==> config.mk <==
export PLATFORM = sky130hd
export DESIGN_NAME = table_port_arbiter
export DESIGN_NICKNAME = d
export VERILOG_FILES = /design/src/eth_pkg.sv /design/src/mac_table_pkg.sv /design/src/table_port_arbiter.sv
export SDC_FILE = /design/constraint.sdc
export NUM_CORES = 1
export LEC_CHECK = 0
export BUFFER_PORTS_ARGS = -buffer_cell sky130_fd_sc_hd__buf_4
export CAP_MARGIN = 20
export CORE_AREA = 5 5 101 103
export DETAILED_ROUTE_END_ITERATION = 7
export DIE_AREA = 0 0 106 108
export SYNTH_ARGS = -nofsm -noshare
export SYNTH_HDL_FRONTEND = slang
export SYNTH_SLANG_ARGS = --single-unit
==> constraint.sdc <==
create_clock -name clk -period 1.62 [get_ports clk]
set_clock_uncertainty 0.2 [all_clocks]
set_input_delay 0.243 -clock clk [delete_from_list [all_inputs] [get_ports clk]]
set_output_delay 0.243 -clock clk [all_outputs]
set_load 0.05 [all_outputs]
==> src/eth_pkg.sv <==
package eth_pkg;

	// Basic Ethernet header fields
	typedef logic [47:0] mac_addr_t;
	typedef logic [11:0] vlan_t;

	// I/G bit of the first octet on the wire, set for multicast and broadcast
	localparam int MCAST_BIT = 40;

	// Table index hash
	// XOR fold of the address into 16 bits, mixed with the VLAN ID
	// Callers keep only as many low bits as the table has rows
	function automatic logic [15:0] mac_vlan_hash(input mac_addr_t mac, input vlan_t vlan);
		logic [15:0] folded;
		folded = mac[47:32] ^ mac[31:16] ^ mac[15:0];
		return folded ^ {4'h0, vlan};
	endfunction

endpackage

==> src/mac_table_pkg.sv <==
package mac_table_pkg;

	import eth_pkg::*;

	// Entry width before the port field is added
	// mac + vlan + valid + gc_mark
	localparam int ENTRY_FIXED_BITS = $bits(mac_addr_t) + $bits(vlan_t) + 2;

	// Field positions, LSB first: mac, port, vlan, valid, gc_mark
	localparam int MAC_LSB  = 0;
	localparam int PORT_LSB = MAC_LSB + $bits(mac_addr_t);

	// Positions above the port field depend on its width
	function automatic int vlan_lsb(input int port_bits);
		return PORT_LSB + port_bits;
	endfunction

	function automatic int valid_bit(input int port_bits);
		return vlan_lsb(port_bits) + $bits(vlan_t);
	endfunction

	function automatic int mark_bit(input int port_bits);
		return valid_bit(port_bits) + 1;
	endfunction

	// Operation granted on the maintenance port this cycle
	typedef enum logic [2:0] {
		OP_NONE,
		OP_SRC_READ,
		OP_LEARN_WRITE,
		OP_GC_READ,
		OP_GC_WRITE
	} port_op_t;

	// Garbage collector states
	typedef enum logic [2:0] {
		GC_IDLE,
		GC_READ_WAIT,
		GC_CHECK,
		GC_WRITE_WAIT,
		GC_NEXT
	} gc_state_t;

endpackage

==> src/table_port_arbiter.sv <==
`timescale 1ns/1ps

module table_port_arbiter #(
	parameter int TABLE_ROWS = 2048,
	parameter int ASSOC_WAYS = 8,
	parameter int NUM_PORTS  = 50,
	localparam int PORT_BITS = $clog2(NUM_PORTS),
	localparam int ROW_BITS  = $clog2(TABLE_ROWS),
	localparam int WAY_BITS  = $clog2(ASSOC_WAYS),
	localparam int ENTRY_W   = mac_table_pkg::ENTRY_FIXED_BITS + PORT_BITS
) (
	input  logic                  clk,
	input  logic                  reset,

	// Source lookup, always wins
	input  logic                  lookup_en,
	input  logic [ROW_BITS-1:0]   src_index,

	// Learn writes
	input  logic                  learn_req,
	input  logic [ROW_BITS-1:0]   learn_row,
	input  logic [WAY_BITS-1:0]   learn_way,
	input  logic [ENTRY_W-1:0]    learn_data,
	output logic                  learn_grant,

	// Garbage collector reads and writes
	input  logic                  gc_rd_req,
	input  logic                  gc_wr_req,
	input  logic [ROW_BITS-1:0]   gc_row,
	input  logic [WAY_BITS-1:0]   gc_way,
	input  logic [ENTRY_W-1:0]    gc_data,
	output logic                  gc_rd_grant,
	output logic                  gc_wr_grant,

	// Port B of every way
	output logic                  b_en,
	output logic [ROW_BITS-1:0]   b_addr,
	output logic [ASSOC_WAYS-1:0] b_we,
	output logic [ENTRY_W-1:0]    b_wdata
);

	import mac_table_pkg::*;

	port_op_t op;

	//////////////////////////////
	// Fixed priority select

	// A request whose grant is showing this cycle was already served
	// Masking it keeps one access per request
	always_comb begin
		op = OP_NONE;
		if (lookup_en) begin
			op = OP_SRC_READ;
		end else if (learn_req && !learn_grant) begin
			op = OP_LEARN_WRITE;
		end else if (gc_rd_req && !gc_rd_grant) begin
			op = OP_GC_READ;
		end else if (gc_wr_req && !gc_wr_grant) begin
			op = OP_GC_WRITE;
		end
	end

	// Drive port B for the chosen op
	always_comb begin
		b_en    = (op != OP_NONE);
		b_addr  = '0;
		b_we    = '0;
		b_wdata = '0;
		case (op)
			OP_SRC_READ: begin
				b_addr = src_index;
			end
			OP_LEARN_WRITE: begin
				b_addr           = learn_row;
				b_we[learn_way]  = 1'b1;
				b_wdata          = learn_data;
			end
			OP_GC_READ: begin
				b_addr = gc_row;
			end
			OP_GC_WRITE: begin
				b_addr        = gc_row;
				b_we[gc_way]  = 1'b1;
				b_wdata       = gc_data;
			end
			default: begin
				b_addr = '0;
			end
		endcase
	end

	//////////////////////////////
	// Grants, one cycle after the access
	// Lines up with the RAM read data

	always_ff @(posedge clk) begin
		if (reset) begin
			learn_grant <= 1'b0;
			gc_rd_grant <= 1'b0;
			gc_wr_grant <= 1'b0;
		end else begin
			learn_grant <= (op == OP_LEARN_WRITE);
			gc_rd_grant <= (op == OP_GC_READ);
			gc_wr_grant <= (op == OP_GC_WRITE);
		end
	end

endmodule

==> metrics.md <==
| Metric | Value |
|---|---|
| Core ar. | `9109 sq um` |
| Port bufs | `271` |
| Vias | `2,786` |
| Top cells by area, synth | `a22o_1 44%, a21oi_1 8.1%, nor2b_1 6.4%, o211ai_1 6.1%, buf_6 5.8%` |
| Initial DRT Pass Iterations | `4` |
| Crit-path cells | `nor2b_4 > buf_6 > nor4b_4 > buf_4 > clkbuf_16 > a41o_4 > buf_8` |
| Die area | `11,450 sq um` |
| Clk pwr share | `9.9%` |
| Final Cycle Share | `135.5%` |
| Setup TNS | `-44.16 ns` |
| Crit path buffers/inverters | `4` |
| Status | `complete, but fails checks` |
| Chip Height | `108 um` |
| Pre-CTS setup slack | `-0.5967 ns` |
| Largest net degree at the start of global routing | `27` |
| Initial DRC count | `75` |
| Global Route Usage Sum | `17.86%` |
| Synthesized instance count | `175` |
| ANT cells | `0` |
| Ports | `272` |
| Worst stage delay on the critical path | `0.35 ns` |
| Area leader, netlist | `a22o_1` |
| HPWL Detailed | `9.231 mm` |
| Hold crit path type | `primary input to flip-flop` |
| Share of layout cells above drive strength 1 | `88.40%` |
| Synth Net Count | `356` |
| CTS tree | `done` |
| Netlist cell types | `30` |
| Failing checks | `negative setup slack` |
| Power Density | `396.7 nW/um^2` |
| Num rows | `35` |
| Final hold vios | `0` |
| Max VDD drop | `0.2017 mV` |
| Synth top area share | `43.67%` |
| Post-synth ARST share | `0%` |
| Warnings, synthesis | `0` |
| Max-slew headroom | `78.65%` |
| Sequential power share | `3.5%` |
| Clock sinks | `3` |
| Fin util | `60.59%` |
| Worst slew pin tran | `0.3189 ns` |
| Number of routed nets with antenna violations | `0` |
| Commonest non-fill, non-tap cells in the layout | `198 x buf_4, 76 x buf_8, 68 x a22o_4, 31 x buf_6, 12 x nor2b_1` |
| DP Cell Count | `562` |
| Drt drc | `0` |
| Final setup vio count | `88` |
| Sequential fraction of the synthesis area | `4.404%` |
| Data required, critical path | `1.18 ns` |
| Area delta synth->final | `304.7%` |
| Switching Share | `44.77%` |
| Minimum clock period after layout | `2.195 ns` |
| Slew Limit Fails | `0` |
| H-tree Lvls | `1` |
| DR WL/cell | `19.72 um` |
| Mapped Avg Cell Area | `7.793 sq um` |
| First-pass GRT wire length | `16.42 mm` |
| Sw Pwr | `0.9801 mW` |
| Layout Nets | `656` |
| Count of maximum capacitance violations | `0` |
| Clock Pin Slew Worst Setup and Hold Paths | `0.03 ns` |
| Worst Setup Slack, final | `-0.5749 ns` |
| Initial antenna violation count | `0` |
| Clock buffer depth | `2` |
| P_int | `1.209 mW` |
| Grt ovf | `0` |
| Leakage power | `2.765 nW` |
| Commonest non-fill, non-tap cell in the layout | `buf_4` |
| Top Family by Delay on Critical Path | `buffers and inverters` |
| Fmax | `0.4556 GHz` |
| Main synth FF type | `dfxtp_1` |
| Final cell count without fillers | `585` |
| CTS Buf Count | `3` |
| Unrepaired setup endpoints after global routing | `true` |
| Number of global-route vias before repair | `3,103` |
| Crit path max-delay cell type | `nor4b_4` |
| Final Wtd Congestion | `0.8291` |
| Area of the mapped netlist | `1364 sq um` |
| Combinational power share | `86.6%` |
| Via density | `4.762` |
| CP Class | `flip-flop to output port` |
| Worst-path maximum fanout | `6` |
| Chip width | `106 um` |
| Endpoint class of the critical path | `output port` |
| Clock root cell | `clkbuf_8` |
| WP data arrival | `1.75 ns` |
| Post-synth EDFFs | `0` |
| Clk_lat worst skew | `0.21 ns` |
| Initial Utilization | `14.97%` |
| FF+latch count, synth | `3` |
| Routed WL | `11.54 mm` |
| Setup crit start kind | `flip-flop` |
==> worst min-delay path: cells and delay by family <==
family	cells	cell delay, ns
simple gates	1	0.05
buf+inv	2	0.24
==> Yosys cell counts, types with 2 or more instances <==
library cell,instances
inv_1,2
buf_2,5
nand4b_1,2
o211ai_1,11
clkbuf_1,10
nor3b_1,2
dfxtp_1,3
nor2_1,3
nor2b_1,14
a22o_1,68
a21oi_1,22
o41ai_2,4
o21ai_1,2
nand3_1,3
nand2_1,3
buf_6,7
==> final timing paths <==
check / endpoint / slack, ns / depth (start not counted) / from
max: b_we[6] / -0.57 / 7 / gc_rd_grant
min: gc_rd_grant / 0.17 / 3 / lookup_en
max reg2reg: gc_wr_grant / 0.18 / 4 / gc_wr_grant
min reg2reg: learn_grant / 0.62 / 4 / learn_grant
==> flip-flops by register name, indices dropped and copies added, names as in the netlist <==
signal       cells
gc_rd_grant      1
gc_wr_grant      1
learn_grant      1
==> through the flow <==
| stage | instance area (sq um) | power (mW) | hold WS, ns |
|---|---|---|---|
| 6_report | 5519 | 2.189 | 0.1667 |
| 5_1_grt | 5519 | 2.285 | 0.1836 |
| 4_1_cts | 5275 | 2.135 | 0.0008859 |
| 3_5_place_dp | 4487 | 1.678 | 0.2262 |
| 3_3_place_gp | 4487 | 1.663 | 0.2303 |
| 2_1_floorplan | 2207 | 1.014 | 0.1049 |
==> layout make-up <==
type,count,area (sq um)
well taps,111,138.9
flip-flops and latches,3,68.82
fillers,715,3590
inverters,2,7.507
clock buffers,4,45.04
multi-input cells,146,1972
repair buffers,319,3287
==> power by group through the flow <==
stage | clock network, mW | registers [mW] | logic (mW)
after floorplan | 0 | 0.0857 | 0.928
after global placement | 0 | 0.0782 | 1.58
after detailed placement | 0 | 0.0781 | 1.60
after CTS | 0.224 | 0.0772 | 1.83
after global routing | 0.236 | 0.0776 | 1.97
final | 0.216 | 0.0774 | 1.90
==> routing by layer <==
layer / wire length, um / share of wire (%) / track usage, % / vias to the layer above
li1: - / - / - / 1330
met1: 4058 / 35 / 19.38 / 1315
met2: 6501 / 56 / 34.56 / 135
met3: 889 / 7.7 / 5.851 / 6
met4: 85 / 0.74 / 2.313 / 0
met5: 0 / 0 / 0 / -
==> kinds of logic after synthesis <==
kind of cell | share of synthesized area (%)
AOI/OAI and AO/OA | 64.77
buffers and inverters | 11.74
DFF | 4.404
and+or+nand+nor | 19.08
==> what timing repair did <==
action,in CTS,in global routing
setup endpoints to repair,88,88
buffers inserted,5,7
gates cloned,2,4
hold buffers,0,1
pin swaps,5,17
gates resized for setup,171,23
hold endpoints to repair,0,1
No activity file was read; power rests on OpenSTA's default activity.
