**config.mk**
```make
export PLATFORM = sky130hd
export DESIGN_NAME = gc_sweeper
export DESIGN_NICKNAME = d
export VERILOG_FILES = /design/src/eth_pkg.sv /design/src/mac_table_pkg.sv /design/src/gc_sweeper.sv
export SDC_FILE = /design/constraint.sdc
export NUM_CORES = 1
export LEC_CHECK = 0
export ABC_AREA = 1
export ABC_CLOCK_PERIOD_IN_PS = 8390
export BUFFER_PORTS_ARGS = -buffer_cell sky130_fd_sc_hd__buf_2
export CORE_AREA = 2 2 247 249
export DETAILED_ROUTE_END_ITERATION = 12
export DIE_AREA = 0 0 249 251
export PLACE_DENSITY = 0.35
export SYNTH_ARGS = -nofsm -noshare
export SYNTH_HDL_FRONTEND = slang
export SYNTH_SLANG_ARGS = --single-unit
```
**constraint.sdc**
```tcl
create_clock -name clk -period 8.39 [get_ports clk]
set_clock_uncertainty 0.05 [all_clocks]
set_input_delay 1.678 -clock clk [delete_from_list [all_inputs] [get_ports clk]]
set_output_delay 1.678 -clock clk [all_outputs]
set_load 0.01 [all_outputs]
```
**src/eth_pkg.sv**
```systemverilog
package eth_pkg;

	// Basic Ethernet header fields
	typedef logic [47:0] mac_addr_t;
	typedef logic [11:0] vlan_t;

	// I/G bit of the first octet on the wire, set for multicast and broadcast
	localparam int MCAST_BIT = 40;

	// Table index hash
	// XOR fold of the address into 16 bits, mixed with the VLAN ID
	// Callers keep only as many low bits as the table has rows
	function automatic logic [15:0] mac_vlan_hash(input mac_addr_t mac, input vlan_t vlan);
		logic [15:0] folded;
		folded = mac[47:32] ^ mac[31:16] ^ mac[15:0];
		return folded ^ {4'h0, vlan};
	endfunction

endpackage

```
**src/mac_table_pkg.sv**
```systemverilog
package mac_table_pkg;

	import eth_pkg::*;

	// Entry width before the port field is added
	// mac + vlan + valid + gc_mark
	localparam int ENTRY_FIXED_BITS = $bits(mac_addr_t) + $bits(vlan_t) + 2;

	// Field positions, LSB first: mac, port, vlan, valid, gc_mark
	localparam int MAC_LSB  = 0;
	localparam int PORT_LSB = MAC_LSB + $bits(mac_addr_t);

	// Positions above the port field depend on its width
	function automatic int vlan_lsb(input int port_bits);
		return PORT_LSB + port_bits;
	endfunction

	function automatic int valid_bit(input int port_bits);
		return vlan_lsb(port_bits) + $bits(vlan_t);
	endfunction

	function automatic int mark_bit(input int port_bits);
		return valid_bit(port_bits) + 1;
	endfunction

	// Operation granted on the maintenance port this cycle
	typedef enum logic [2:0] {
		OP_NONE,
		OP_SRC_READ,
		OP_LEARN_WRITE,
		OP_GC_READ,
		OP_GC_WRITE
	} port_op_t;

	// Garbage collector states
	typedef enum logic [2:0] {
		GC_IDLE,
		GC_READ_WAIT,
		GC_CHECK,
		GC_WRITE_WAIT,
		GC_NEXT
	} gc_state_t;

endpackage

```
**src/gc_sweeper.sv**
```systemverilog
`timescale 1ns/1ps

module gc_sweeper #(
	parameter int TABLE_ROWS = 2048,
	parameter int ASSOC_WAYS = 8,
	parameter int NUM_PORTS  = 50,
	localparam int PORT_BITS = $clog2(NUM_PORTS),
	localparam int ROW_BITS  = $clog2(TABLE_ROWS),
	localparam int WAY_BITS  = $clog2(ASSOC_WAYS),
	localparam int ENTRY_W   = mac_table_pkg::ENTRY_FIXED_BITS + PORT_BITS
) (
	input  logic                                clk,
	input  logic                                reset,
	input  logic                                gc_en,
	output logic                                gc_done,
	input  logic [ASSOC_WAYS-1:0][ENTRY_W-1:0]  b_rdata,
	input  logic                                gc_rd_grant,
	input  logic                                gc_wr_grant,
	output logic                                gc_rd_req,
	output logic                                gc_wr_req,
	output logic [ROW_BITS-1:0]                 gc_row,
	output logic [WAY_BITS-1:0]                 gc_way,
	output logic [ENTRY_W-1:0]                  gc_data
);

	import mac_table_pkg::*;

	localparam int VALID_BIT = valid_bit(PORT_BITS);
	localparam int MARK_BIT  = mark_bit(PORT_BITS);

	gc_state_t state;

	// Entry under inspection
	logic [ENTRY_W-1:0] rd_entry;

	//////////////////////////////
	// Sweep FSM

	always_ff @(posedge clk) begin
		if (reset) begin
			state     <= GC_IDLE;
			gc_done   <= 1'b0;
			gc_rd_req <= 1'b0;
			gc_wr_req <= 1'b0;
			gc_row    <= '0;
			gc_way    <= '0;
		end else begin
			gc_done <= 1'b0;
			case (state)
				// Start requests are only taken here
				GC_IDLE: begin
					if (gc_en) begin
						gc_row    <= '0;
						gc_way    <= '0;
						gc_rd_req <= 1'b1;
						state     <= GC_READ_WAIT;
					end
				end
				// Grant comes with the read data
				GC_READ_WAIT: begin
					if (gc_rd_grant) begin
						gc_rd_req <= 1'b0;
						state     <= GC_CHECK;
					end
				end
				// Empty slots need no write
				GC_CHECK: begin
					if (rd_entry[VALID_BIT]) begin
						gc_wr_req <= 1'b1;
						state     <= GC_WRITE_WAIT;
					end else begin
						state <= GC_NEXT;
					end
				end
				GC_WRITE_WAIT: begin
					if (gc_wr_grant) begin
						gc_wr_req <= 1'b0;
						state     <= GC_NEXT;
					end
				end
				// Rows first, then ways
				GC_NEXT: begin
					if (gc_row == ROW_BITS'(TABLE_ROWS - 1)) begin
						if (gc_way == WAY_BITS'(ASSOC_WAYS - 1)) begin
							gc_done <= 1'b1;
							state   <= GC_IDLE;
						end else begin
							gc_way    <= gc_way + 1'b1;
							gc_row    <= '0;
							gc_rd_req <= 1'b1;
							state     <= GC_READ_WAIT;
						end
					end else begin
						gc_row    <= gc_row + 1'b1;
						gc_rd_req <= 1'b1;
						state     <= GC_READ_WAIT;
					end
				end
				default: begin
					state <= GC_IDLE;
				end
			endcase
		end
	end

	// Capture the entry while port B still holds it
	always_ff @(posedge clk) begin
		if ((state == GC_READ_WAIT) && gc_rd_grant) begin
			rd_entry <= b_rdata[gc_way];
		end
	end

	// Marked entries survive with the mark cleared
	// Unmarked ones are wiped
	always_ff @(posedge clk) begin
		if (state == GC_CHECK) begin
			if (rd_entry[MARK_BIT]) begin
				gc_data           <= rd_entry;
				gc_data[MARK_BIT] <= 1'b0;
			end else begin
				gc_data <= '0;
			end
		end
	end

endmodule

```
==> impl_metrics.csv <==
group,metric,value,unit
placed_design,place_area,0.01412,mm²
routing,wire_per_inst,21.36,µm
sta,slew_violations,0,
clock_tree,post_cts.repair.setup_buffers,0,
critical_path,cpMaxStageDelayCell,"dfxtp_4",
clock_tree,ctsResizeCount,0,
power_and_ir_drop,cellPowerDensity,224.0,mW/mm²
yosys,syn-num-nets,1843,
grt,grt.total_usage,17.74,%
sta,grt_setup_unrepaired,"no",
clock_tree,cts_num_sinks,155,
floorplan,fp.coreArea,0.05979,mm²
yosys,synth_top_area_share,39.06,%
floorplan,dieArea,0.06250,mm²
clock_tree,cts_max_level,4,
critical_path,required,6.66,ns
cells_and_area,final_cell_mix,"buf_2 (632), nand2_1 (317), nor2_1 (160), o21ai_0 (140)",
floorplan,start_util,17.36,%
floorplan,core.rowCount,90,
clock_tree,hold_buffers,0,
grt,overflow,0,
cells_and_area,area_delta_synth_final,41.40,%
yosys,synth_seq_cells,155,
flow_run,drv_cap,0,
sta,worstMarginPinSlew,1.263,ns
yosys,synthArstFlopShare,0,%
critical_path,crit_path_end_kind,"output pin",
yosys,yosys.area.top_type,"edfxtp_1",
sta,slew_headroom,15.58,%
power_and_ir_drop,p_leak,6.745,nW
yosys,synth_flop_cell,"edfxtp_1",
run_status,outcome,"completed",
placed_design,io_buffer_count,632,
yosys,synth-seq-area-share,42.92,%
grt,antenna_found_initial,30,
routing,routed_wl,56740,µm
grt,grt_pass1_vias,11830,
yosys,yosys_warnings,0,
grt,grt_pass1_wl,79990,µm
grt,grt_max_degree,101,
routing,drc,0,
clock_tree,cts_tree,"done",
yosys,ys_types,32,
clock_tree,numCtsBuffers,17,
routing,vias,11690,
critical_path,startpoint_type,"register",
clock_tree,clk_latency,0.48,ns
power_and_ir_drop,ir_drop,0.0001621,V
critical_path,path_cells,"buf_4 -> buf_2",
placed_design,dp_hpwl,44390,µm
routing,first_pass_iters,4,
sta,hold_viol_final,0,
floorplan,dieWidth,249,µm
clock_tree,clock-root-buffer,"clkbuf_16",
sta,timing.fmax,0.2601,GHz
clock_tree,cts.clk_slew.worst_paths,0.07,ns
hold_path,hp-class,"register to register",
yosys,ys_top_cells_by_area,"edfxtp_1 (39%), mux2i_1 (13%), nand2_1 (11%)",
yosys,syn-cell-area,0.01038,mm²
critical_path,critical_path_buf_inv_count,2,
sta,fin_setup_tns,0,ns
cells_and_area,finish.net_count,2407,
cells_and_area,fin_area,0.01468,mm²
critical_path,crit_fanout,45,
critical_path,cp_data_arrival_time,2.12,ns
routing,viasPerCell,4.399,
sta,period_needed,3.845,ns
clock_tree,clockBufferDepth,2,
sta,setup_viol,0,
routing,drt_iter0_markers,484,
yosys,synth-edff-count,135,
sta,period_share,45.83,%
placed_design,place_congestion,0.9297,
critical_path,critPathTopFamily,"buffers and inverters",
floorplan,die_h,251,µm
critical_path,criticalPathCategory,"register to output pin",
cells_and_area,drive_above_1_share,36.83,%
yosys,netlist_instances,1291,
critical_path,critPathMaxStageDelay,0.71,ns
yosys,syn_avg_cell_area,8.039,µm²
cells_and_area,layout_commonest_cell,"buf_2",
floorplan,ios,634,
routing,ant_nets,0,
==> flip-flops by register name (all words and copies together), names as in the netlist <==
register	flops
gc_data	67
state	3
gc_way	3
gc_wr_req	1
gc_done	1
gc_row	11
gc_rd_req	1
rd_entry	68
==> cell usage after synthesis (2+ instances only) <==
library cell  number
buf_8              6
buf_6              3
inv_1             88
a21o_1             2
mux2i_1          136
buf_2             20
edfxtp_1         135
nand4_1            5
o22ai_1          136
clkbuf_1          59
nand2_1          317
buf_1              4
nor2_1           162
ha_1               3
a21oi_1           17
nand3_1           15
o21ai_0          140
nor3_1             3
buf_4              8
dfxtp_1           20
==> tightest hold or removal path, delay by kind of cell, from the launching register on <==
| family | cells | cell delay (ns) |
|---|---|---|
| compound gates | 1 | 0.06 |
| buf+inv | 1 | 0.05 |
| flops | 1 | 0.33 |
==> final cells by class <==
class / count / area (µm²)
antenna: 6 / 15.01
clock buffer: 17 / 425.4
clock inverter: 15 / 117.6
fill: 6849 / 45120
inverter: 89 / 340.3
multi-input combinational: 946 / 5065
sequential: 155 / 4466
tap: 782 / 978.4
timing repair buffer: 646 / 3268
==> metal layers <==
| layer | wire length [µm] | track usage (%) | up-vias |
|---|---|---|---|
| met5 | 79 | 0 | - |
| met1 | 22620 | 19.78 | 5483 |
| met2 | 28570 | 32.10 | 503 |
| met3 | 4071 | 5.571 | 80 |
| li1 | - | - | 5607 |
| met4 | 1404 | 5.472 | 12 |
==> where the power goes <==
| part | internal [mW] | switching (mW) | leakage (nW) | total, mW |
|---|---|---|---|---|
| Combinational | 0.499 | 0.923 | 5.09 | 1.42 |
| Clock | 0.381 | 0.376 | 0.248 | 0.757 |
| Sequential | 1.02 | 0.0885 | 1.41 | 1.11 |
==> per-stage QoR <==
stage	power (mW)	setup slack, ns	std cells	utilization, %	hold slack, ns
floorplan	2.061	3.299	1291	-	0.4216
global placement	2.586	4.378	2618	23.61	0.4279
detailed placement	2.591	4.307	2618	23.61	0.4346
CTS	3.372	4.452	2650	24.52	0.4451
global route	3.537	4.403	2653	24.53	0.4581
finish	3.287	4.545	2656	24.54	0.4340
==> final timing paths <==
check / startpoint / endpoint / slack [ns] / cells past startpoint
setup reg to reg: gc_way[0] / rd_entry[10] / 4.95 / 6
setup / recovery: gc_way[0] / gc_way[0] / 4.55 / 2
hold reg to reg: gc_rd_req / gc_rd_req / 0.43 / 2
hold / removal: gc_rd_req / gc_rd_req / 0.43 / 2
==> cells by family (layout without fill, tap and decap cells) <==
group	after synthesis	in the layout	share of synthesized area, %
AOI/OAI and AO/OA	298	298	16.17
xor gates and xnor gates	1	1	0.08440
adders and majority gates	3	3	0.3617
buffers and inverters	190	767	8.427
DFF	155	155	42.92
muxes	136	136	13.12
other	1	7	0.03613
and+or+nand+nor	507	507	18.89
Note: power is estimated with default switching activity, not from simulation.
