===== config.mk =====
export PLATFORM = sky130hd
export DESIGN_NAME = learn_check
export DESIGN_NICKNAME = d
export VERILOG_FILES = /design/src/eth_pkg.sv /design/src/mac_table_pkg.sv /design/src/learn_check.sv
export SDC_FILE = /design/constraint.sdc
export NUM_CORES = 1
export LEC_CHECK = 0
export BUFFER_PORTS_ARGS = -buffer_cell sky130_fd_sc_hd__buf_4
export CORE_AREA = 5 5 265 267
export DETAILED_ROUTE_END_ITERATION = 8
export DIE_AREA = 0 0 270 272
export REMOVE_ABC_BUFFERS = 1
export SYNTH_ARGS = -nofsm -noshare
export SYNTH_HDL_FRONTEND = slang
export SYNTH_SLANG_ARGS = --single-unit

===== constraint.sdc =====
create_clock -name clk -period 6.1 [get_ports clk]
set_input_delay 1.22 -clock clk [delete_from_list [all_inputs] [get_ports clk]]
set_output_delay 1.22 -clock clk [all_outputs]
set_load 0.01 [all_outputs]

===== src/eth_pkg.sv =====
package eth_pkg;

	// Basic Ethernet header fields
	typedef logic [47:0] mac_addr_t;
	typedef logic [11:0] vlan_t;

	// I/G bit of the first octet on the wire, set for multicast and broadcast
	localparam int MCAST_BIT = 40;

	// Table index hash
	// XOR fold of the address into 16 bits, mixed with the VLAN ID
	// Callers keep only as many low bits as the table has rows
	function automatic logic [15:0] mac_vlan_hash(input mac_addr_t mac, input vlan_t vlan);
		logic [15:0] folded;
		folded = mac[47:32] ^ mac[31:16] ^ mac[15:0];
		return folded ^ {4'h0, vlan};
	endfunction

endpackage


===== src/mac_table_pkg.sv =====
package mac_table_pkg;

	import eth_pkg::*;

	// Entry width before the port field is added
	// mac + vlan + valid + gc_mark
	localparam int ENTRY_FIXED_BITS = $bits(mac_addr_t) + $bits(vlan_t) + 2;

	// Field positions, LSB first: mac, port, vlan, valid, gc_mark
	localparam int MAC_LSB  = 0;
	localparam int PORT_LSB = MAC_LSB + $bits(mac_addr_t);

	// Positions above the port field depend on its width
	function automatic int vlan_lsb(input int port_bits);
		return PORT_LSB + port_bits;
	endfunction

	function automatic int valid_bit(input int port_bits);
		return vlan_lsb(port_bits) + $bits(vlan_t);
	endfunction

	function automatic int mark_bit(input int port_bits);
		return valid_bit(port_bits) + 1;
	endfunction

	// Operation granted on the maintenance port this cycle
	typedef enum logic [2:0] {
		OP_NONE,
		OP_SRC_READ,
		OP_LEARN_WRITE,
		OP_GC_READ,
		OP_GC_WRITE
	} port_op_t;

	// Garbage collector states
	typedef enum logic [2:0] {
		GC_IDLE,
		GC_READ_WAIT,
		GC_CHECK,
		GC_WRITE_WAIT,
		GC_NEXT
	} gc_state_t;

endpackage


===== src/learn_check.sv =====
`timescale 1ns/1ps

module learn_check #(
	parameter int ASSOC_WAYS = 8,
	parameter int NUM_PORTS  = 50,
	localparam int PORT_BITS = $clog2(NUM_PORTS),
	localparam int WAY_BITS  = $clog2(ASSOC_WAYS),
	localparam int ENTRY_W   = mac_table_pkg::ENTRY_FIXED_BITS + PORT_BITS
) (
	input  logic                                clk,
	input  logic                                reset,
	input  logic                                lookup_en,
	input  eth_pkg::vlan_t                      lookup_vlan,
	input  eth_pkg::mac_addr_t                  lookup_src_mac,
	input  logic [PORT_BITS-1:0]                lookup_src_port,
	input  logic [ASSOC_WAYS-1:0][ENTRY_W-1:0]  b_rdata,
	output logic                                need_to_learn,
	output eth_pkg::mac_addr_t                  learn_mac,
	output eth_pkg::vlan_t                      learn_vlan,
	output logic [PORT_BITS-1:0]                learn_port,
	output logic [WAY_BITS-1:0]                 learn_way
);

	import eth_pkg::*;
	import mac_table_pkg::*;

	localparam int VLAN_LSB  = vlan_lsb(PORT_BITS);
	localparam int VALID_BIT = valid_bit(PORT_BITS);

	logic                 en_d;
	mac_addr_t            mac_d;
	vlan_t                vlan_d;
	logic [PORT_BITS-1:0] port_d;

	// Next way to learn into, plain round robin
	logic [WAY_BITS-1:0] rr_way;

	logic known;
	logic learn_now;

	always_ff @(posedge clk) begin
		mac_d  <= lookup_src_mac;
		vlan_d <= lookup_vlan;
		port_d <= lookup_src_port;
	end

	// Source already in some way of its row?
	always_comb begin
		known = 1'b0;
		for (int i = 0; i < ASSOC_WAYS; i++) begin
			if (b_rdata[i][VALID_BIT] &&
				(b_rdata[i][VLAN_LSB +: $bits(vlan_t)] == vlan_d) &&
				(b_rdata[i][MAC_LSB +: $bits(mac_addr_t)] == mac_d)) begin
				known = 1'b1;
			end
		end
	end

	// Group addresses never get learned
	assign learn_now = en_d && !known && !mac_d[MCAST_BIT];

	always_ff @(posedge clk) begin
		if (reset) begin
			en_d          <= 1'b0;
			need_to_learn <= 1'b0;
			rr_way        <= '0;
		end else begin
			en_d          <= lookup_en;
			need_to_learn <= learn_now;
			if (learn_now) begin
				if (rr_way == WAY_BITS'(ASSOC_WAYS - 1)) begin
					rr_way <= '0;
				end else begin
					rr_way <= rr_way + 1'b1;
				end
			end
		end
	end

	// Payload toward the pending set
	always_ff @(posedge clk) begin
		if (learn_now) begin
			learn_mac  <= mac_d;
			learn_vlan <= vlan_d;
			learn_port <= port_d;
			learn_way  <= rr_way;
		end
	end

endmodule


==> results of run 1 <==
## final timing paths
kind         cells after the start  slack (ns)             to
min                              0        0.40  learn_port[1]
min reg2reg                      0        0.40  learn_port[1]
max reg2reg                      9        1.89  learn_mac[39]
max                              9        1.89  learn_mac[39]
## cell families after synthesis
family          Yosys count
xor+xnor                367
simple gates            233
flops                   140
buf+inv                 110
compound gates          104
fa+ha+maj                 2
## synth_stat cells, drive strengths merged (9+ instances only)
library cell and count:
nor4 50, inv 51, xor2 100, nand2b 61, xnor2 267, nand4 72, o2bb2ai 11, nor2b 16
o22ai 18, a2111oi 9, buf 59, edfxtp 69, o2111ai 22, dfxtp 71
## worst reg2reg max path, delay by kind of cell (launching register included)
| kind | cells | cell delay (ns) |
|---|---|---|
| DFF | 1 | 1.12 |
| AOI/OAI and AO/OA | 1 | 0.28 |
| buffers and inverters | 3 | 1.09 |
| and+or+nand+nor | 5 | 1.33 |
## per-stage QoR
stage                     hold WS [ns]  area [sq um]  total power (W)  cells
after floorplan                  0.386          9250          0.00138    897
after global placement           0.385         15500          0.00197   2459
after detailed placement         0.389         15500          0.00197   2459
after CTS                        0.404         16000          0.00308   2491
after global routing             0.413         16000          0.00316   2491
final                            0.404         16000          0.00303   2495
## power by group
part           leakage (nW)  switching, W  internal [W]
sequential             1.23     0.0000926       0.00102
clock                 0.272      0.000527      0.000565
combinational          5.01      0.000388      0.000444
## state kept, by name, indices dropped and copies added, names as in the netlist
signal / flops
en_d: 1
mac_d: 48
rr_way: 3
learn_mac: 48
port_d: 6
learn_port: 6
learn_vlan: 12
vlan_d: 12
learn_way: 3
need_to_learn: 1
## layout by cell type (no fill, tap or decap), drive strengths merged, types with 9 or more instances in the layout
| master | instances |
|---|---|
| nor2b | 16 |
| o2bb2ai | 11 |
| o22ai | 18 |
| buf | 680 |
| dfxtp | 71 |
| nand4 | 72 |
| xor2 | 100 |
| o2111ai | 22 |
| clkbuf | 20 |
| nand2b | 61 |
| a2111oi | 9 |
| nor4 | 50 |
| edfxtp | 69 |
| inv | 57 |
| xnor2 | 267 |
## layer usage
metal,track usage,wire length [um],vias up
met4,0.0814,3160,10
li1,-,-,4671
met5,0,66,-
met2,0.357,38400,656
met3,0.0643,6460,122
met1,0.259,33600,5009
## final cells by class
| cell class | count | area (sq um) |
|---|---|---|
| diodes | 4 | 10.0 |
| clock buffers | 20 | 468 |
| clock inverters | 12 | 100 |
| fillers | 7496 | 51800 |
| inverters | 51 | 191 |
| multi-input cells | 706 | 5580 |
| flip-flops and latches | 140 | 3490 |
| well taps | 882 | 1100 |
| repair buffers | 680 | 5100 |
==> impl_results.md, run 1 <==
- Status: completed
- Peak VDD IR: 0.000162 V
- Critical R2R Launch: mac_d[15]
- Post-CTS sizing: 0
- Area contributors post-synth: xnor2_1 24%, edfxtp_1 21%, dfxtp_1 15%, xor2_1 8.9%, nand4_1 4.6%
- CTS clk-pin slew, worst paths: about 0.07 ns
- Unrepaired setup endpoints after global routing: no
- Number of buffers added for setup after CTS: 0
- CTS max path bufs: 2
- XOR/XNOR Fraction of Synth Area: 0.333
- CP Data Arrival Time: 4.36 ns
- TritonCTS clock tree: yes
- Vias per cell: 4.20
- Layout cells sized above 1: 0.453
- Core area: 67,900 sq um
- Dpl ws: 1.32 ns
- Num CTS Buffers: 17
- Critical path class: reg -> reg
- Final hold vios: 0
- Die width: 270 um
- Clock Latency Late Sink: 0.49 ns
- Worst slew pin tran: 1.21 ns
- Post-synthesis simple-gate area fraction: 0.149
- Post-synthesis register bit count: 140
- First-pass GRT wire length: 103 mm
- Minimum clock period: 4.21 ns
- WP buf/inv: 3
- CP Capture Type: flip-flop
- Largest net degree at the start of global routing: 38
- Remaining DRCs: 0
- Max-slew headroom: 0.194
- Post-synthesis mux area share: 0
- IO Port Bufs: 626
- Share of the synthesized area in the top cell type: 0.241
- CP startpoint: mac_d[15]
- Routed Antenna Nets: 0
- Fin crit share: 0.690
- Max Slew Vio Count: 0
- Iter 0 DRT Violations: 713
- Startpoint Class: flip-flop
- Setup Viol. Count Final: 0
- Avg WL per Cell: 32.7 um
- Final Util: 0.236
- Syn avg cell area: 10.1 sq um
- Vias in the first global route: 11,100
- CTS Root Cell: clkbuf_16
- Initial Util: 0.143
- TNS Setup: 0 ns
- DRT Pass-1 Iters: 5
- Cell seen most often among critical-path stages: buf_4
- Synth-to-layout area growth: 65.6%
- Via count: 10,500
- Max incr delay on CP: ~1.1 ns
- Ports: 683
- Top delay family on crit path: simple AND/OR/NAND/NOR gates
- Post-synthesis cell count: 956
- Skew final: between 0.02 and 0.025 ns
- Final wirelength: 81.7 mm
- Syn Std Cell Area: 9690 sq um
- EDFF count, synth: 69
- Post-synthesis adder-cell area fraction: 0.00258
- Synthesis warning total: 0
- Yosys cell types: 51
- Die area: 73,400 sq um
- DP HPWL: approximately 69 mm
- Max_cap viols: 0
- Cell leakage power: approximately 6.5 nW
- Initial antenna violation count: 14
- Num rows: 96
- Die H: 272 um
- Hold-fix buffers, CTS: 0
- Main synth FF type: dfxtp_1
- Main combinational cell family by area after synthesis: XOR/XNOR gates
- GRT Overall Usage: 0.213
- CP max stage cell: dfxtp_1
- Hold Path Origin: port_d[1]
- Compound-Gate Fraction of Synth Area: 0.0895
- Setup WS post-layout: 1.89 ns
- Gpl congestion: 0.883
- CP max FO: 37
- Critical-path cell list: inv_1, o2bb2ai_1, nor4_1, buf_4, nand4_1, nor3_2, or4_4, nor2_4, buf_4
- Fmax: 237 MHz
- Async set or reset register ratio after synthesis: 0
- Largest area contributor in the netlist: xnor2_1
- WP data required: 6.24 ns
- Min-Delay Path Class: reg -> reg
- Nets: 2,211
- # clock sinks: 140
- Sequential share of the synthesized area: 0.361
- CTS H-tree lvls: 4
- PD cells: 189 nW/um^2
- Total gr overflow: 0
Power figures use the tool's default switching activity.
==> inputs of run 2 (changes only) <==
- ABC_AREA: unset -> 1
- CORE_AREA: 5 5 265 267 -> 5 5 264 266
- DIE_AREA: 0 0 270 272 -> 0 0 269 271
- clock period: 6.1 -> 3.7 ns (I/O delays scaled with it)
==> run 2 against run 1 <==
  * Utilization grew 4.3 points
  * Combinational power increased by 120%
  * Via count increased by 54%
  * Clock power grew 74%
  * Highest routed layer unchanged
  * Cell count increased by 50%
  * Critical path type unchanged
  * Flip-flop and latch count is the same
  * Critical path depth is 5 higher
  * Cell area up 17%
  * Hold slack got worse by 0.052 ns
==> impl_results.md, run 2 <==
- Synthesis warning total: 0
- Share of the synthesized area in the top cell type: 0.319
- Async set or reset register ratio after synthesis: 0
- Post-synthesis cell count: 2,155
- Vias per cell: ~4.3
- Die area: ~73,000 sq um
- XOR/XNOR Fraction of Synth Area: 0.0389
- Post-synthesis simple-gate area fraction: 0.429
- Status: completed
- Commonest non-fill, non-tap cell in the layout: nand2_1
- Clock Latency Late Sink: 0.49 ns
- Layout cells sized above 1: 0.289
- Sequential share of the synthesized area: 0.293
- Ports: between 600 and 700
- Startpoint Class: flip-flop
- Core area: 66,800 sq um
- Fin crit share: 0.767
- Final wirelength: about 100 mm
- Die H: roughly 270 um
- Yosys cell types: 27
- Setup Viol. Count Final: 0
- Via count: between 15,000 and 20,000
- Post-synthesis mux area share: 0
- First-pass GRT wire length: 133 mm
- DP HPWL: roughly 90 mm
- Top Registers: learn_mac (48), mac_d (48)
- CP Capture Type: flip-flop
- Main synth FF type: dfxtp_1
- CP Data Arrival Time: 3.05 ns
- WP data required: between 3 and 4 ns
- DRT Pass-1 Iters: 6
- CTS max path bufs: 2
- GRT Overall Usage: 0.274
- Top-count cell post-synth: nand2_1
- Avg WL per Cell: between 20 and 30 um
- Inst Count DP: 3,693
- Commonest cells post-synth: 1,014 x nand2_1, 302 x inv_1, 297 x nor2_1
- Hold-fix buffers, CTS: 0
- Remaining DRCs: 0
- Fill cells: about 7,600
- Largest area contributor in the netlist: nand2_1
- Iter 0 DRT Violations: between 1,000 and 1,500
- Compound-Gate Fraction of Synth Area: 0.0891
- Final Util: 0.280
- Largest net degree at the start of global routing: 27
- TritonCTS clock tree: yes
- Critical path class: reg -> reg
- Cell leakage power: 10.3 nW
- Gpl congestion: 0.954
- Final hold vios: 0
- CTS Root Cell: clkbuf_16
- Most frequent cells in the layout: 1,014 x nand2_1, 715 x buf_4, 301 x inv_1, 297 x nor2_1, 107 x o21ai_1
- Post-synthesis register bit count: 140
- Total gr overflow: 0
- Fin Hold WS: 0.352 ns
- Critical-path cell list: inv_2, nand2_1, nand2_1, nor2_1, nand2_1, nor2_1, nand2_1, nor2_1, nand2_1, nand2_1, nor2_4, nand3_4, inv_4, buf_12
- Max incr delay on CP: 0.49 ns
- Minimum clock period: approximately 2.8 ns
- Non-filler cells, final: between 3,000 and 4,000
- # clock sinks: 140
- CP max FO: 26
- CTS H-tree lvls: 4
- Worst slew pin tran: 0.726 ns
- PD cells: between 200 and 300 nW/um^2
- Unrepaired setup endpoints after global routing: no
- Synth-to-layout area growth: 56.8%
- Min-Delay Path Class: in -> reg
- EDFF count, synth: 69
- Syn avg cell area: 5.53 sq um
- Peak VDD IR: 0.000280 V
- Dpl ws: 0.764 ns
- Num CTS Buffers: 17
- Area contributors post-synth: nand2_1 32%, edfxtp_1 17%, dfxtp_1 12%, inv_1 9.5%, nor2_1 9.3%
- Syn Std Cell Area: approximately 12,000 sq um
- Num rows: 95
- Routed Antenna Nets: 0
- Vias in the first global route: approximately 15,000
- TNS Setup: 0 ns
- IO Port Bufs: 626
- Skew final: 0.0162 ns
- Die width: 269 um
- Max_cap viols: 0
- Post-synthesis adder-cell area fraction: 0.00210
- Max-slew headroom: 0.515
- Post-CTS sizing: 0
- Initial antenna violation count: 13
- Fmax: 352 MHz
- CP max stage cell: dfxtp_1
- CTS clk-pin slew, worst paths: 0.08 ns
- Main combinational cell family by area after synthesis: simple AND/OR/NAND/NOR gates
- Setup WS post-layout: approximately 0.86 ns
- Max Slew Vio Count: 0
- Initial Util: 0.178
- Cell seen most often among critical-path stages: nand2_1
- Nets: 3,454
- Number of buffers added for setup after CTS: 0
-- run 2: cell count changes after synthesis, moves of 77 or more --
cell | previous run | this run
nand2_1 | 7 | 1014
o21ai_1 | 2 | 107
xnor2_1 | 267 | 22
inv_1 | 44 | 302
nor2_1 | 5 | 297
o21ai_0 | 3 | 80
-- run 2: path summary, 6_finish.rpt --
check | startpoint | endpoint | slack, ns | cells after the start
setup / recovery | mac_d[21] | learn_mac[5] | 0.86 | 14
setup reg to reg | mac_d[21] | learn_mac[5] | 0.86 | 14
hold reg to reg | port_d[2] | learn_port[2] | 0.41 | 0
hold / removal | lookup_vlan[0] | vlan_d[0] | 0.35 | 1
-- run 2: cells by family (layout without fill, tap and decap cells) --
group | count (synthesis) | count (layout)
buffers and inverters | 416 | 1113
adders and majority gates | 2 | 2
AOI/OAI and AO/OA | 203 | 203
other | 0 | 12
DFF | 140 | 140
xor gates and xnor gates | 53 | 53
and+or+nand+nor | 1341 | 1341
-- run 2: layer usage --
layer | wire (um) | GRT usage
met2 | 49500 | 0.465
met1 | 42500 | 0.341
met3 | 9110 | 0.0728
met4 | 2810 | 0.0750
met5 | 21 | 0
-- run 2: critical path: cells and delay by family (launching register included) --
family | cells | cell delay [ns]
buf+inv | 3 | 0.51
simple gates | 11 | 1.51
flops | 1 | 0.49
-- run 2: metrics by stage --
| stage | area, sq um | power [W] |
|---|---|---|
| floorplan | 11500 | 0.00242 |
| global placement | 18100 | 0.00361 |
| detailed placement | 18100 | 0.00362 |
| CTS | 18700 | 0.00552 |
| global route | 18700 | 0.00573 |
| finish | 18700 | 0.00550 |
-- run 2: final cells by class --
cell class,instances,area (sq um),area share
clock inverters,12,163,0.00870
diodes,12,30.0,0.00161
inverters,362,1360,0.0728
multi-input cells,1599,6660,0.356
repair buffers,719,5450,0.291
well taps,873,1090,0.0584
flip-flops and latches,140,3490,0.187
clock buffers,20,447,0.0239
-- run 2: where the power goes --
group	switching, W	internal (W)
combinational	0.00106	0.000758
sequential	0.0000724	0.00171
clock	0.000814	0.00108
total	0.00195	0.00355
