`config.mk`:
```
export PLATFORM = sky130hd
export DESIGN_NAME = dst_lookup
export DESIGN_NICKNAME = d
export VERILOG_FILES = /design/src/eth_pkg.sv /design/src/mac_table_pkg.sv /design/src/dst_lookup.sv
export SDC_FILE = /design/constraint.sdc
export NUM_CORES = 1
export LEC_CHECK = 0
export BUFFER_PORTS_ARGS = -buffer_cell sky130_fd_sc_hd__buf_2
export CAP_MARGIN = 20
export CORE_AREA = 2 2 241 243
export CTS_CLUSTER_SIZE = 28
export DETAILED_ROUTE_END_ITERATION = 8
export DIE_AREA = 0 0 243 245
export GPL_TIMING_DRIVEN = 0
export RECOVER_POWER = 25
export SYNTH_ARGS = -nofsm -noshare
export SYNTH_HDL_FRONTEND = slang
export SYNTH_SLANG_ARGS = --single-unit
export TNS_END_PERCENT = 100
```
`constraint.sdc`:
```
create_clock -name clk -period 2.5 [get_ports clk]
set_input_delay 0.5 -clock clk [delete_from_list [all_inputs] [get_ports clk]]
set_output_delay 0.5 -clock clk [all_outputs]
set_load 0.02 [all_outputs]
```
`src/eth_pkg.sv`:
```
package eth_pkg;

	// Basic Ethernet header fields
	typedef logic [47:0] mac_addr_t;
	typedef logic [11:0] vlan_t;

	// I/G bit of the first octet on the wire, set for multicast and broadcast
	localparam int MCAST_BIT = 40;

	// Table index hash
	// XOR fold of the address into 16 bits, mixed with the VLAN ID
	// Callers keep only as many low bits as the table has rows
	function automatic logic [15:0] mac_vlan_hash(input mac_addr_t mac, input vlan_t vlan);
		logic [15:0] folded;
		folded = mac[47:32] ^ mac[31:16] ^ mac[15:0];
		return folded ^ {4'h0, vlan};
	endfunction

endpackage

```
`src/mac_table_pkg.sv`:
```
package mac_table_pkg;

	import eth_pkg::*;

	// Entry width before the port field is added
	// mac + vlan + valid + gc_mark
	localparam int ENTRY_FIXED_BITS = $bits(mac_addr_t) + $bits(vlan_t) + 2;

	// Field positions, LSB first: mac, port, vlan, valid, gc_mark
	localparam int MAC_LSB  = 0;
	localparam int PORT_LSB = MAC_LSB + $bits(mac_addr_t);

	// Positions above the port field depend on its width
	function automatic int vlan_lsb(input int port_bits);
		return PORT_LSB + port_bits;
	endfunction

	function automatic int valid_bit(input int port_bits);
		return vlan_lsb(port_bits) + $bits(vlan_t);
	endfunction

	function automatic int mark_bit(input int port_bits);
		return valid_bit(port_bits) + 1;
	endfunction

	// Operation granted on the maintenance port this cycle
	typedef enum logic [2:0] {
		OP_NONE,
		OP_SRC_READ,
		OP_LEARN_WRITE,
		OP_GC_READ,
		OP_GC_WRITE
	} port_op_t;

	// Garbage collector states
	typedef enum logic [2:0] {
		GC_IDLE,
		GC_READ_WAIT,
		GC_CHECK,
		GC_WRITE_WAIT,
		GC_NEXT
	} gc_state_t;

endpackage

```
`src/dst_lookup.sv`:
```
`timescale 1ns/1ps

module dst_lookup #(
	parameter int ASSOC_WAYS = 8,
	parameter int NUM_PORTS  = 50,
	localparam int PORT_BITS = $clog2(NUM_PORTS),
	localparam int ENTRY_W   = mac_table_pkg::ENTRY_FIXED_BITS + PORT_BITS
) (
	input  logic                                clk,
	input  logic                                reset,
	input  logic                                lookup_en,
	input  eth_pkg::vlan_t                      lookup_vlan,
	input  eth_pkg::mac_addr_t                  lookup_dst_mac,
	input  logic [ASSOC_WAYS-1:0][ENTRY_W-1:0]  a_rdata,
	output logic                                lookup_hit,
	output logic [PORT_BITS-1:0]                lookup_dst_port
);

	import eth_pkg::*;
	import mac_table_pkg::*;

	localparam int VLAN_LSB  = vlan_lsb(PORT_BITS);
	localparam int VALID_BIT = valid_bit(PORT_BITS);

	// Request fields, one stage behind to meet the RAM data
	logic      en_d;
	vlan_t     vlan_d;
	mac_addr_t mac_d;

	logic                 hit_comb;
	logic [PORT_BITS-1:0] port_comb;

	always_ff @(posedge clk) begin
		if (reset) begin
			en_d <= 1'b0;
		end else begin
			en_d <= lookup_en;
		end
	end

	always_ff @(posedge clk) begin
		vlan_d <= lookup_vlan;
		mac_d  <= lookup_dst_mac;
	end

	// Compare every way
	// Should never see two hits, if it happens the highest way wins
	always_comb begin
		hit_comb  = 1'b0;
		port_comb = '0;
		for (int i = 0; i < ASSOC_WAYS; i++) begin
			if (a_rdata[i][VALID_BIT] &&
				(a_rdata[i][VLAN_LSB +: $bits(vlan_t)] == vlan_d) &&
				(a_rdata[i][MAC_LSB +: $bits(mac_addr_t)] == mac_d)) begin
				hit_comb  = 1'b1;
				port_comb = a_rdata[i][PORT_LSB +: PORT_BITS];
			end
		end
	end

	always_ff @(posedge clk) begin
		if (reset) begin
			lookup_hit <= 1'b0;
		end else begin
			lookup_hit <= en_d && hit_comb;
		end
	end

	// Port only means something alongside lookup_hit
	always_ff @(posedge clk) begin
		lookup_dst_port <= port_comb;
	end

endmodule

```
==> reports/results.ini, run 1 <==
[floorplanning]
start_util_pct=13.5
ios=614
dieArea_mm2=0.0595
die_w_um=243
coreArea_mm2=0.0570
rows=88
fp.dieH_um=245

[placed_design]
gp_congestion=0.938
port_buffers=605
pre_cts_slack_ns=-1.89
hpwl_um=56100

[sta]
rsz0062_at_grt=true
setup_ws_ns=-0.512
clock.fmax_mhz=332
final-setup-viol-count=7
whs_ns=0.206
slew_violations=0
hold_violations=0
fin_crit_ns=3.01
tightest_slew_ns=0.654
period_share_pct=120
maxSlewHeadroom_pct=56.3
fin_skew_ns=0.0118

[clock_network]
cts-htree-levels=3
numCtsBuffers=9
clk_latency_ns=0.39
cts_tree=yes
root_buffer=clkbuf_16
cts.sinks=68
clkTransAtPathRegs_ns=0.08
clock_tree.buffer_depth=2
cts_hold_buffers=0

[synth]
synth_fa_ha_area_share_pct=0
synthFlopType=dfxtp_1
synth.most_common_cell=xor2_1
synth_nets=1526
syn_area_mm2=0.00770
yosys-top-cells-area=xor2_1 28%, dfxtp_1 18%, xnor2_1 15%, nor4_1 5.5%, nand4_1 3.7%
netlist-cell-type-count=58
synth_compound_area_share_pct=12.0
yosys-mux-area-fraction_pct=0.780
synth_top_area_cell=xor2_1
syn_area_per_cell_um2=8.38
synth.ff_latch_count=68
synth-xor-area-share_pct=43.6
yosysSeqAreaShare_pct=17.7
ys_top_cells_by_count=250 x xor2_1, 133 x xnor2_1, 68 x dfxtp_1, 68 x nor4_1, 46 x nand4_1
synth.top_cell.area_share_pct=28.4
synth_top_family_by_area=XOR/XNOR gates
synthesis.yosys.warnings=0
synth_edf_count=0
synth-simple-area-share_pct=18.4
synthCells=919
async_flop_share_pct=0

[finish]
area_delta_synth_final_pct=70.9
fin_nets=2178
drive_gt1_share_pct=52.5
seq_area_mm2=0.00139
num-fill-cells=6427
multi_input_area_mm2=0.00614

[setup_path]
path_max_fanout=5
worstPathArrival_ns=3.23
critPathKind=reg -> reg
cp-start-kind=flop
cp-end-kind=flop
required_ns=2.71

[routing]
dr.first_iter.drc_count=764
dr_total_vias=10315
ant_nets=0
firstDrtPassIters=5
vias_per_cell=4.40
drc=0
wire_per_inst_um=29.7
wl_um=69500

[global_routing]
antenna_found_initial=15
grt_max_degree=13
grtUsageTotal_pct=22.7
grt_pass1_vias=10433
grt_overflow_total=0
grt_pass1_wl_um=88700

[pwr]
power_density_mw_per_mm2=363
p_clk_share_pct=33.3
leakage_nw=6.02
swShare_pct=38.1
power_switching_mw=1.82
p_seq_share_pct=25.1
peakVddDrop_uv=348
p_comb_share_pct=41.6
power.internal_mw=2.96

[flow_run]
cap_violations=0

[status]
violations=setup timing
status=complete, but fails checks

[hold_path]
hp-class=in -> reg

-- power by group through the flow --
stage / logic, mW / clock network (mW) / registers [mW]
global route: 2.10 / 1.69 / 1.20
floorplan: 0.795 / 0 / 1.17
finish: 1.98 / 1.59 / 1.20
detailed placement: 1.89 / 0 / 1.17
global placement: 1.86 / 0 / 1.17
CTS: 1.98 / 1.66 / 1.20
-- cells in the final DEF, fill, tap and decap left out, drive strengths merged, types with 18 or more instances in the layout --
| master | instances |
|---|---|
| nand2b | 18 |
| nor4 | 73 |
| dfxtp | 68 |
| nand4 | 51 |
| inv | 69 |
| xor2 | 250 |
| o22ai | 21 |
| buf | 697 |
| xnor2 | 133 |
-- registers in the layout, summed over array words and instances, names as in the netlist --
| signal | count |
|---|---|
| mac_d | 48 |
| vlan_d | 12 |
| lookup_dst_port | 6 |
| en_d | 1 |
| lookup_hit | 1 |
-- final timing paths --
check | start | endpoint | slack, ns | cells after the start
max | vlan_d[9]$_DFF_P_ | lookup_dst_port[1]$_DFF_P_ | -0.51 | 9
max reg2reg | vlan_d[9]$_DFF_P_ | lookup_dst_port[1]$_DFF_P_ | -0.51 | 9
min | lookup_dst_mac[26] | mac_d[26]$_DFF_P_ | 0.21 | 1
min reg2reg | en_d$_SDFF_PP0_ | lookup_hit$_SDFF_PP0_ | 0.43 | 2
-- cells by family (layout without fill, tap and decap cells) --
family / count (synthesis) / in the layout
xor+xnor: 383 / 383
simple gates: 216 / 216
flops: 68 / 68
mux: 6 / 6
compound gates: 112 / 112
buf+inv: 134 / 791
other cells: 0 / 3
-- stage by stage --
stage	std cells	utilization (%)	setup TNS [ns]	power, mW	cell area [um2]
floorplan	919	-	0	1.96	7700
global placement	2289	20.5	-19.54	3.02	11700
detailed placement	2302	20.8	-12.47	3.06	11900
CTS	2341	23.0	-2.59	4.84	13100
global route	2343	23.1	-4.10	5.00	13200
finish	2344	23.1	-3.13	4.77	13200
-- cell type report --
class | count | share of cell area, %
multi-input combinational | 717 | 46.7
timing repair buffer | 654 | 26.8
clock inverter | 5 | 0.628
inverter | 74 | 2.15
sequential | 68 | 10.6
buffer | 47 | 3.93
antenna | 3 | 0.0571
clock buffer | 11 | 1.92
tap | 765 | 7.28
-- critical path, stage by stage (launching register included) --
cell and delay [ns]:
dfxtp_4 0.38, buf_4 0.14, xor2_2 0.15, nor4_4 0.37, nand4_1 0.18, or4_4 0.63
o2111a_2 0.34, a221o_1 0.38, o2111ai_4 0.09, a41oi_2 0.18
-- per-layer routing --
layer	share of wire, %	track usage (%)
met1	40	27.3
met2	46	37.6
met3	9.5	6.90
met4	4.1	8.95
met5	0.16	0
-- repair_timing --
item                                    CTS  global route
resized for setup                       146             9
setup buffers                            35             1
endpoints found under the setup margin    7             7
endpoints found under the hold margin     0             0
pin swaps                                27            11
No activity file was read; power rests on OpenSTA's default activity.
==> inputs of run 2 (changes only) <==
CTS_BUF_LIST = sky130_fd_sc_hd__clkbuf_4 sky130_fd_sc_hd__clkbuf_8   (was default)
GPL_TIMING_DRIVEN = default   (was 0)
clock period = 2.9 ns   (was 2.5 ns; I/O delays follow)
==> reports/results.ini, run 2 (synthesis results as in run 1) <==
[sta]
setup_ws_ns=0.0295  ; +0.541 ns
period_share_pct=99.0  ; -21 points
fin_crit_ns=2.87  ; -0.141 ns
maxSlewHeadroom_pct=58.2  ; +1.9 points
whs_ns=0.230  ; +0.0243 ns
rsz0062_at_grt=true
hold_violations=0  ; unchanged
slew_violations=0  ; unchanged
clock.fmax_mhz=348  ; +4.9%
final-setup-viol-count=0  ; -7
tightest_slew_ns=0.626  ; -0.0283 ns
fin_skew_ns=0.0292  ; +0.0174 ns

[global_routing]
grt_pass1_wl_um=89400  ; +0.82%
grtUsageTotal_pct=22.8  ; +0.17 points
grt_max_degree=13  ; unchanged
grt_overflow_total=0  ; unchanged
antenna_found_initial=13  ; -2
grt_pass1_vias=10320  ; -1.1%

[finish]
seq_area_mm2=0.00140  ; +0.54%
num-fill-cells=6453  ; +0.40%
final_common_cell=buf_2
multi_input_area_mm2=0.00594  ; -3.3%
layout.cells.non_filler=2429  ; +3.6%
largest_reg_flops=48  ; unchanged
area_delta_synth_final_pct=77.3
drive_gt1_share_pct=54.3  ; +1.9 points
largest_register=mac_d
most-common-layout-cells=605 x buf_2, 249 x xor2_1, 140 x buf_4, 133 x xnor2_1, 52 x nor4_1
fin_nets=2262  ; +3.9%
reg_top3=mac_d x48, vlan_d x12, lookup_dst_port x6

[pwr]
leakage_nw=6.38  ; +6.0%
power_density_mw_per_mm2=287  ; -21%
peakVddDrop_uv=187  ; -46%

[floorplanning]
dieArea_mm2=0.0595  ; unchanged
rows=88  ; unchanged
fp.dieH_um=245  ; unchanged
ios=614  ; unchanged
coreArea_mm2=0.0570  ; unchanged
start_util_pct=13.5  ; unchanged
die_w_um=243  ; unchanged

[clock_network]
numCtsBuffers=9  ; unchanged
clock_tree.buffer_depth=2  ; unchanged
cts_hold_buffers=0  ; unchanged
clkTransAtPathRegs_ns=0.12  ; +0.04 ns
root_buffer=clkbuf_8
clk_latency_ns=0.44  ; +0.05 ns
cts.sinks=68  ; unchanged
cts_tree=yes
cts-htree-levels=3  ; unchanged
cts_setup_buffers=0  ; -100%

[placed_design]
pre_cts_slack_ns=-0.688  ; +1.20 ns
port_buffers=605  ; unchanged
dp_cells=2409  ; +4.6%
gp_congestion=0.927  ; -1.2%
hpwl_um=61900  ; +10%

[flow_run]
cap_violations=0  ; unchanged

[routing]
drc=0  ; unchanged
dr.first_iter.drc_count=619  ; -19%
wl_um=70200  ; +1.0%
ant_nets=0  ; unchanged
firstDrtPassIters=5  ; unchanged
dr_total_vias=10200  ; -1.1%
wire_per_inst_um=28.9  ; -2.5%
vias_per_cell=4.20  ; -4.6%

[setup_path]
cp-start-kind=flop
worstPathArrival_ns=3.17  ; -0.06 ns
required_ns=3.20  ; +0.49 ns
critPathKind=reg -> reg
path_max_fanout=6  ; +1
cp-end-kind=flop

[hold_path]
hp-class=in -> reg

[status]
status=finished clean

==> run 2: path summary, 6_finish.rpt <==
path	start	endpoint	slack [ns]	depth (start not counted)
min reg2reg	en_d$_SDFF_PP0_	lookup_hit$_SDFF_PP0_	0.46	2
max	mac_d[25]$_DFF_P_	lookup_dst_port[4]$_DFF_P_	0.03	11
max reg2reg	mac_d[25]$_DFF_P_	lookup_dst_port[4]$_DFF_P_	0.03	11
min	lookup_dst_mac[19]	mac_d[19]$_DFF_P_	0.23	1
==> run 2: stage by stage <==
| step | util, % | TNS, ns | total power [mW] | instance area (um2) |
|---|---|---|---|---|
| 2_1_floorplan | - | 0 | 1.69 | 7700 |
| 3_3_place_gp | 23.1 | -4.40 | 2.82 | 13200 |
| 3_5_place_dp | 23.1 | -4.42 | 2.82 | 13200 |
| 4_1_cts | 23.7 | 0 | 3.99 | 13500 |
| 5_1_grt | 23.9 | -0.121 | 4.13 | 13600 |
| 6_report | 23.9 | 0 | 3.91 | 13700 |
==> run 2: timing repair <==
| action | in CTS | in global routing |
|---|---|---|
| gates resized for setup | 34 | 29 |
| setup endpoints to repair | 7 | 7 |
| pin swaps | 1 | 5 |
==> run 2: layout make-up <==
class / instances / share of cell area [%]
antenna: 4 / 0.0733
clock buffer: 11 / 1.11
clock inverter: 5 / 0.614
inverter: 74 / 2.07
multi-input combinational: 717 / 43.5
sequential: 68 / 10.3
tap: 765 / 7.01
timing repair buffer: 785 / 35.4
==> run 2: per-layer routing <==
layer | part of all wire [%] | GRT usage (%) | vias to the layer above
li1 | - | - | 4703
met1 | 42 | 28.6 | 4745
met2 | 48 | 39.4 | 648
met3 | 8.0 | 5.17 | 92
met4 | 2.5 | 5.81 | 12
met5 | 0.094 | 0 | -
==> run 2: critical path: stages, from the launching register on <==
cell and delay [ns]:
dfxtp_1 0.34, buf_12 0.16, xnor2_1 0.32, nand4_1 0.17, nor4_1 0.49, buf_4 0.21
nand4_2 0.12, buf_12 0.19, buf_4 0.15, or2_2 0.27, o2111ai_1 0.15, a41oi_1 0.15
==> run 2: power breakdown <==
group	internal [mW]	switching [mW]	total [mW]	leakage [nW]
clock network	0.533	0.556	1.09	0.112
registers	0.981	0.0868	1.07	0.572
logic	0.844	0.913	1.76	5.70
==> inputs of run 3 (changes only) <==
BUFFER_PORTS_ARGS = -buffer_cell sky130_fd_sc_hd__buf_4   (was -buffer_cell sky130_fd_sc_hd__buf_2)
CORE_AREA = 2 2 237 239   (was 2 2 241 243)
CTS_BUF_LIST = sky130_fd_sc_hd__clkbuf_16   (was sky130_fd_sc_hd__clkbuf_4 sky130_fd_sc_hd__clkbuf_8)
DIE_AREA = 0 0 239 241   (was 0 0 243 245)
==> reports/results.ini, run 3 (synthesis results as in run 1) <==
[status]
status=complete, but fails checks
violations=setup timing

[setup_path]
path_depth=12  ; +1
cp_top_family=compound AO/OA/AOI/OAI gates
critPathKind=reg -> reg
path_cells=buf_4 -> xor2_1 -> nor4_1 -> buf_4 -> nand4_2 -> buf_12 -> nor4_4 -> buf_4 -> o2111a_2 -> a221o_1 -> o2111ai_1 -> a41oi_1
rr_worst_depth=12  ; +1
endpoint=lookup_dst_port[2]$_DFF_P_
cp-start-kind=flop
worstPathArrival_ns=3.20  ; +0.03 ns
worst_r2r_endpoint=lookup_dst_port[2]$_DFF_P_
crit_buf_inv=4  ; unchanged
r2r_setup_slack_ns=-0.007  ; -0.04 ns
r2r_start=mac_d[16]$_DFF_P_
slowest_delay_ns=0.37  ; -0.12 ns
cp_common_cell=buf_4
startpoint=mac_d[16]$_DFF_P_
critPathSlowestCell=dfxtp_2
path_max_fanout=5  ; -1
required_ns=3.19  ; about the same
cp-end-kind=flop

[clock_network]
cts_tree=yes
cts_hold_buffers=0  ; unchanged
numCtsBuffers=9  ; unchanged
clock_tree.buffer_depth=2  ; unchanged
cts-htree-levels=3  ; unchanged
cts.sinks=68  ; unchanged
root_buffer=clkbuf_16
clk_latency_ns=0.38  ; -0.06 ns
clkTransAtPathRegs_ns=0.07  ; -0.05 ns

[sta]
hold_violations=0  ; unchanged
tightest_slew_ns=0.605  ; -0.0207 ns
slew_violations=0  ; unchanged
fin_skew_ns=0.00902  ; -0.0202 ns
whs_ns=0.299  ; +0.0685 ns
final-setup-viol-count=1  ; +1
fin_crit_ns=2.91  ; +0.0362 ns
finalSetupTns_ns=-0.00673  ; -0.00673 ns
period_share_pct=100  ; +1.2 points
maxSlewHeadroom_pct=59.5  ; +1.4 points
rsz0062_at_grt=true
setup_ws_ns=-0.00673  ; -0.0362 ns
clock.fmax_mhz=344  ; -1.2%

[finish]
most-common-layout-cells=730 x buf_4, 248 x xor2_1, 133 x xnor2_1, 46 x nand4_1, 46 x nor4_1
layout.cells.non_filler=2358  ; -2.9%
final_core_util_pct=27.6  ; +3.6 points
insertedDiodeCount=0  ; -4
largest_reg_flops=48  ; unchanged
seq_area_mm2=0.00141  ; +0.54%
drive_gt1_share_pct=55.3  ; +0.92 points
largest_register=mac_d
multi_input_area_mm2=0.00606  ; +2.1%
reg_top3=mac_d x48, vlan_d x12, lookup_dst_port x6
area_delta_synth_final_pct=96.7
final_common_cell=buf_4
fin_nets=2256  ; -0.27%
num-fill-cells=5939  ; -8.0%

[routing]
wl_um=71500  ; +1.8%
dr.first_iter.drc_count=585  ; -5.5%
drc=0  ; unchanged
wire_per_inst_um=30.3  ; +4.8%
firstDrtPassIters=5  ; unchanged
vias_per_cell=4.35  ; +3.5%
dr_total_vias=10250  ; +0.49%
ant_nets=0  ; unchanged

[placed_design]
hpwl_um=62800  ; +1.5%
pre_cts_slack_ns=-0.692  ; -0.00390 ns
gp_congestion=0.925  ; -0.18%
dp_cells=2337  ; -3.0%
port_buffers=605  ; unchanged

[pwr]
leakage_nw=6.90  ; +8.1%
peakVddDrop_uv=275  ; +47%
power_density_mw_per_mm2=281  ; -2.0%

[floorplanning]
dieArea_mm2=0.0576  ; -3.3%
fp.dieH_um=241  ; -1.6%
coreArea_mm2=0.0549  ; -3.8%
die_w_um=239  ; -1.6%
ios=614  ; unchanged
start_util_pct=14.0  ; +0.53 points
rows=86  ; -2.3%

[global_routing]
grt_max_degree=12  ; -1
grt_overflow_total=0  ; unchanged
grt_pass1_wl_um=90600  ; +1.3%
grtUsageTotal_pct=24.0  ; +1.2 points
antenna_found_initial=7  ; -6
grt_pass1_vias=10944  ; +6.0%

[hold_path]
hp-class=in -> reg
whs_path_depth=1  ; unchanged

[flow_run]
cap_violations=0  ; unchanged

[run 3: worst reg2reg max path: stages (launching register included)]
cell and delay (ns):
dfxtp_2 0.37, buf_4 0.18, xor2_1 0.14, nor4_1 0.37, buf_4 0.18, nand4_2 0.23, buf_12 0.22, nor4_4 0.14
buf_4 0.18, o2111a_2 0.27, a221o_1 0.17, o2111ai_1 0.11, a41oi_1 0.24
[run 3: power by group]
group / internal, mW / total, mW / switching [mW]
clock: 0.656 / 1.20 / 0.540
sequential: 0.982 / 1.08 / 0.0965
combinational: 1.06 / 1.98 / 0.923
total: 2.69 / 4.25 / 1.56
[run 3: area by class of cell]
type | instances | area share [%]
repair buffers | 779 | 41.1
multi-input cells | 717 | 40.1
flip-flops and latches | 68 | 9.31
well taps | 704 | 5.82
inverters | 74 | 1.87
clock buffers | 9 | 1.49
clock inverters | 7 | 0.397
[run 3: repair_timing]
| item | 4_1_cts | 5_1_grt |
|---|---|---|
| gates resized for setup | 44 | 43 |
| pin swaps | 6 | 16 |
| setup buffers | 0 | 6 |
| endpoints found under the hold margin | 0 | 0 |
| setup endpoints to repair | 7 | 7 |
[run 3: stage by stage]
stage               instance area [um2]  total power [mW]
CTS                               14900              4.30
finish                            15100              4.25
detailed placement                14500              3.03
global placement                  14500              3.03
global route                      15100              4.44
floorplan                          7700              1.69
[run 3: how the worst min path moves through the flow]
stage / startpoint / endpoint / slack [ns]
floorplan: en_d$_SDFF_PP0_ / lookup_hit$_SDFF_PP0_ / 0.39
global placement: en_d$_SDFF_PP0_ / lookup_hit$_SDFF_PP0_ / 0.41
detailed placement: en_d$_SDFF_PP0_ / lookup_hit$_SDFF_PP0_ / 0.43
CTS: lookup_dst_mac[26] / mac_d[26]$_DFF_P_ / 0.26
global route: lookup_vlan[8] / vlan_d[8]$_DFF_P_ / 0.28
finish: lookup_vlan[6] / vlan_d[6]$_DFF_P_ / 0.30
[run 3: routing by layer]
metal  wire length (um)  global-route usage (%)
met1              29700                    29.3
met4               2810                    9.87
met5                 63                       0
met2              33800                    41.0
met3               5120                    4.93
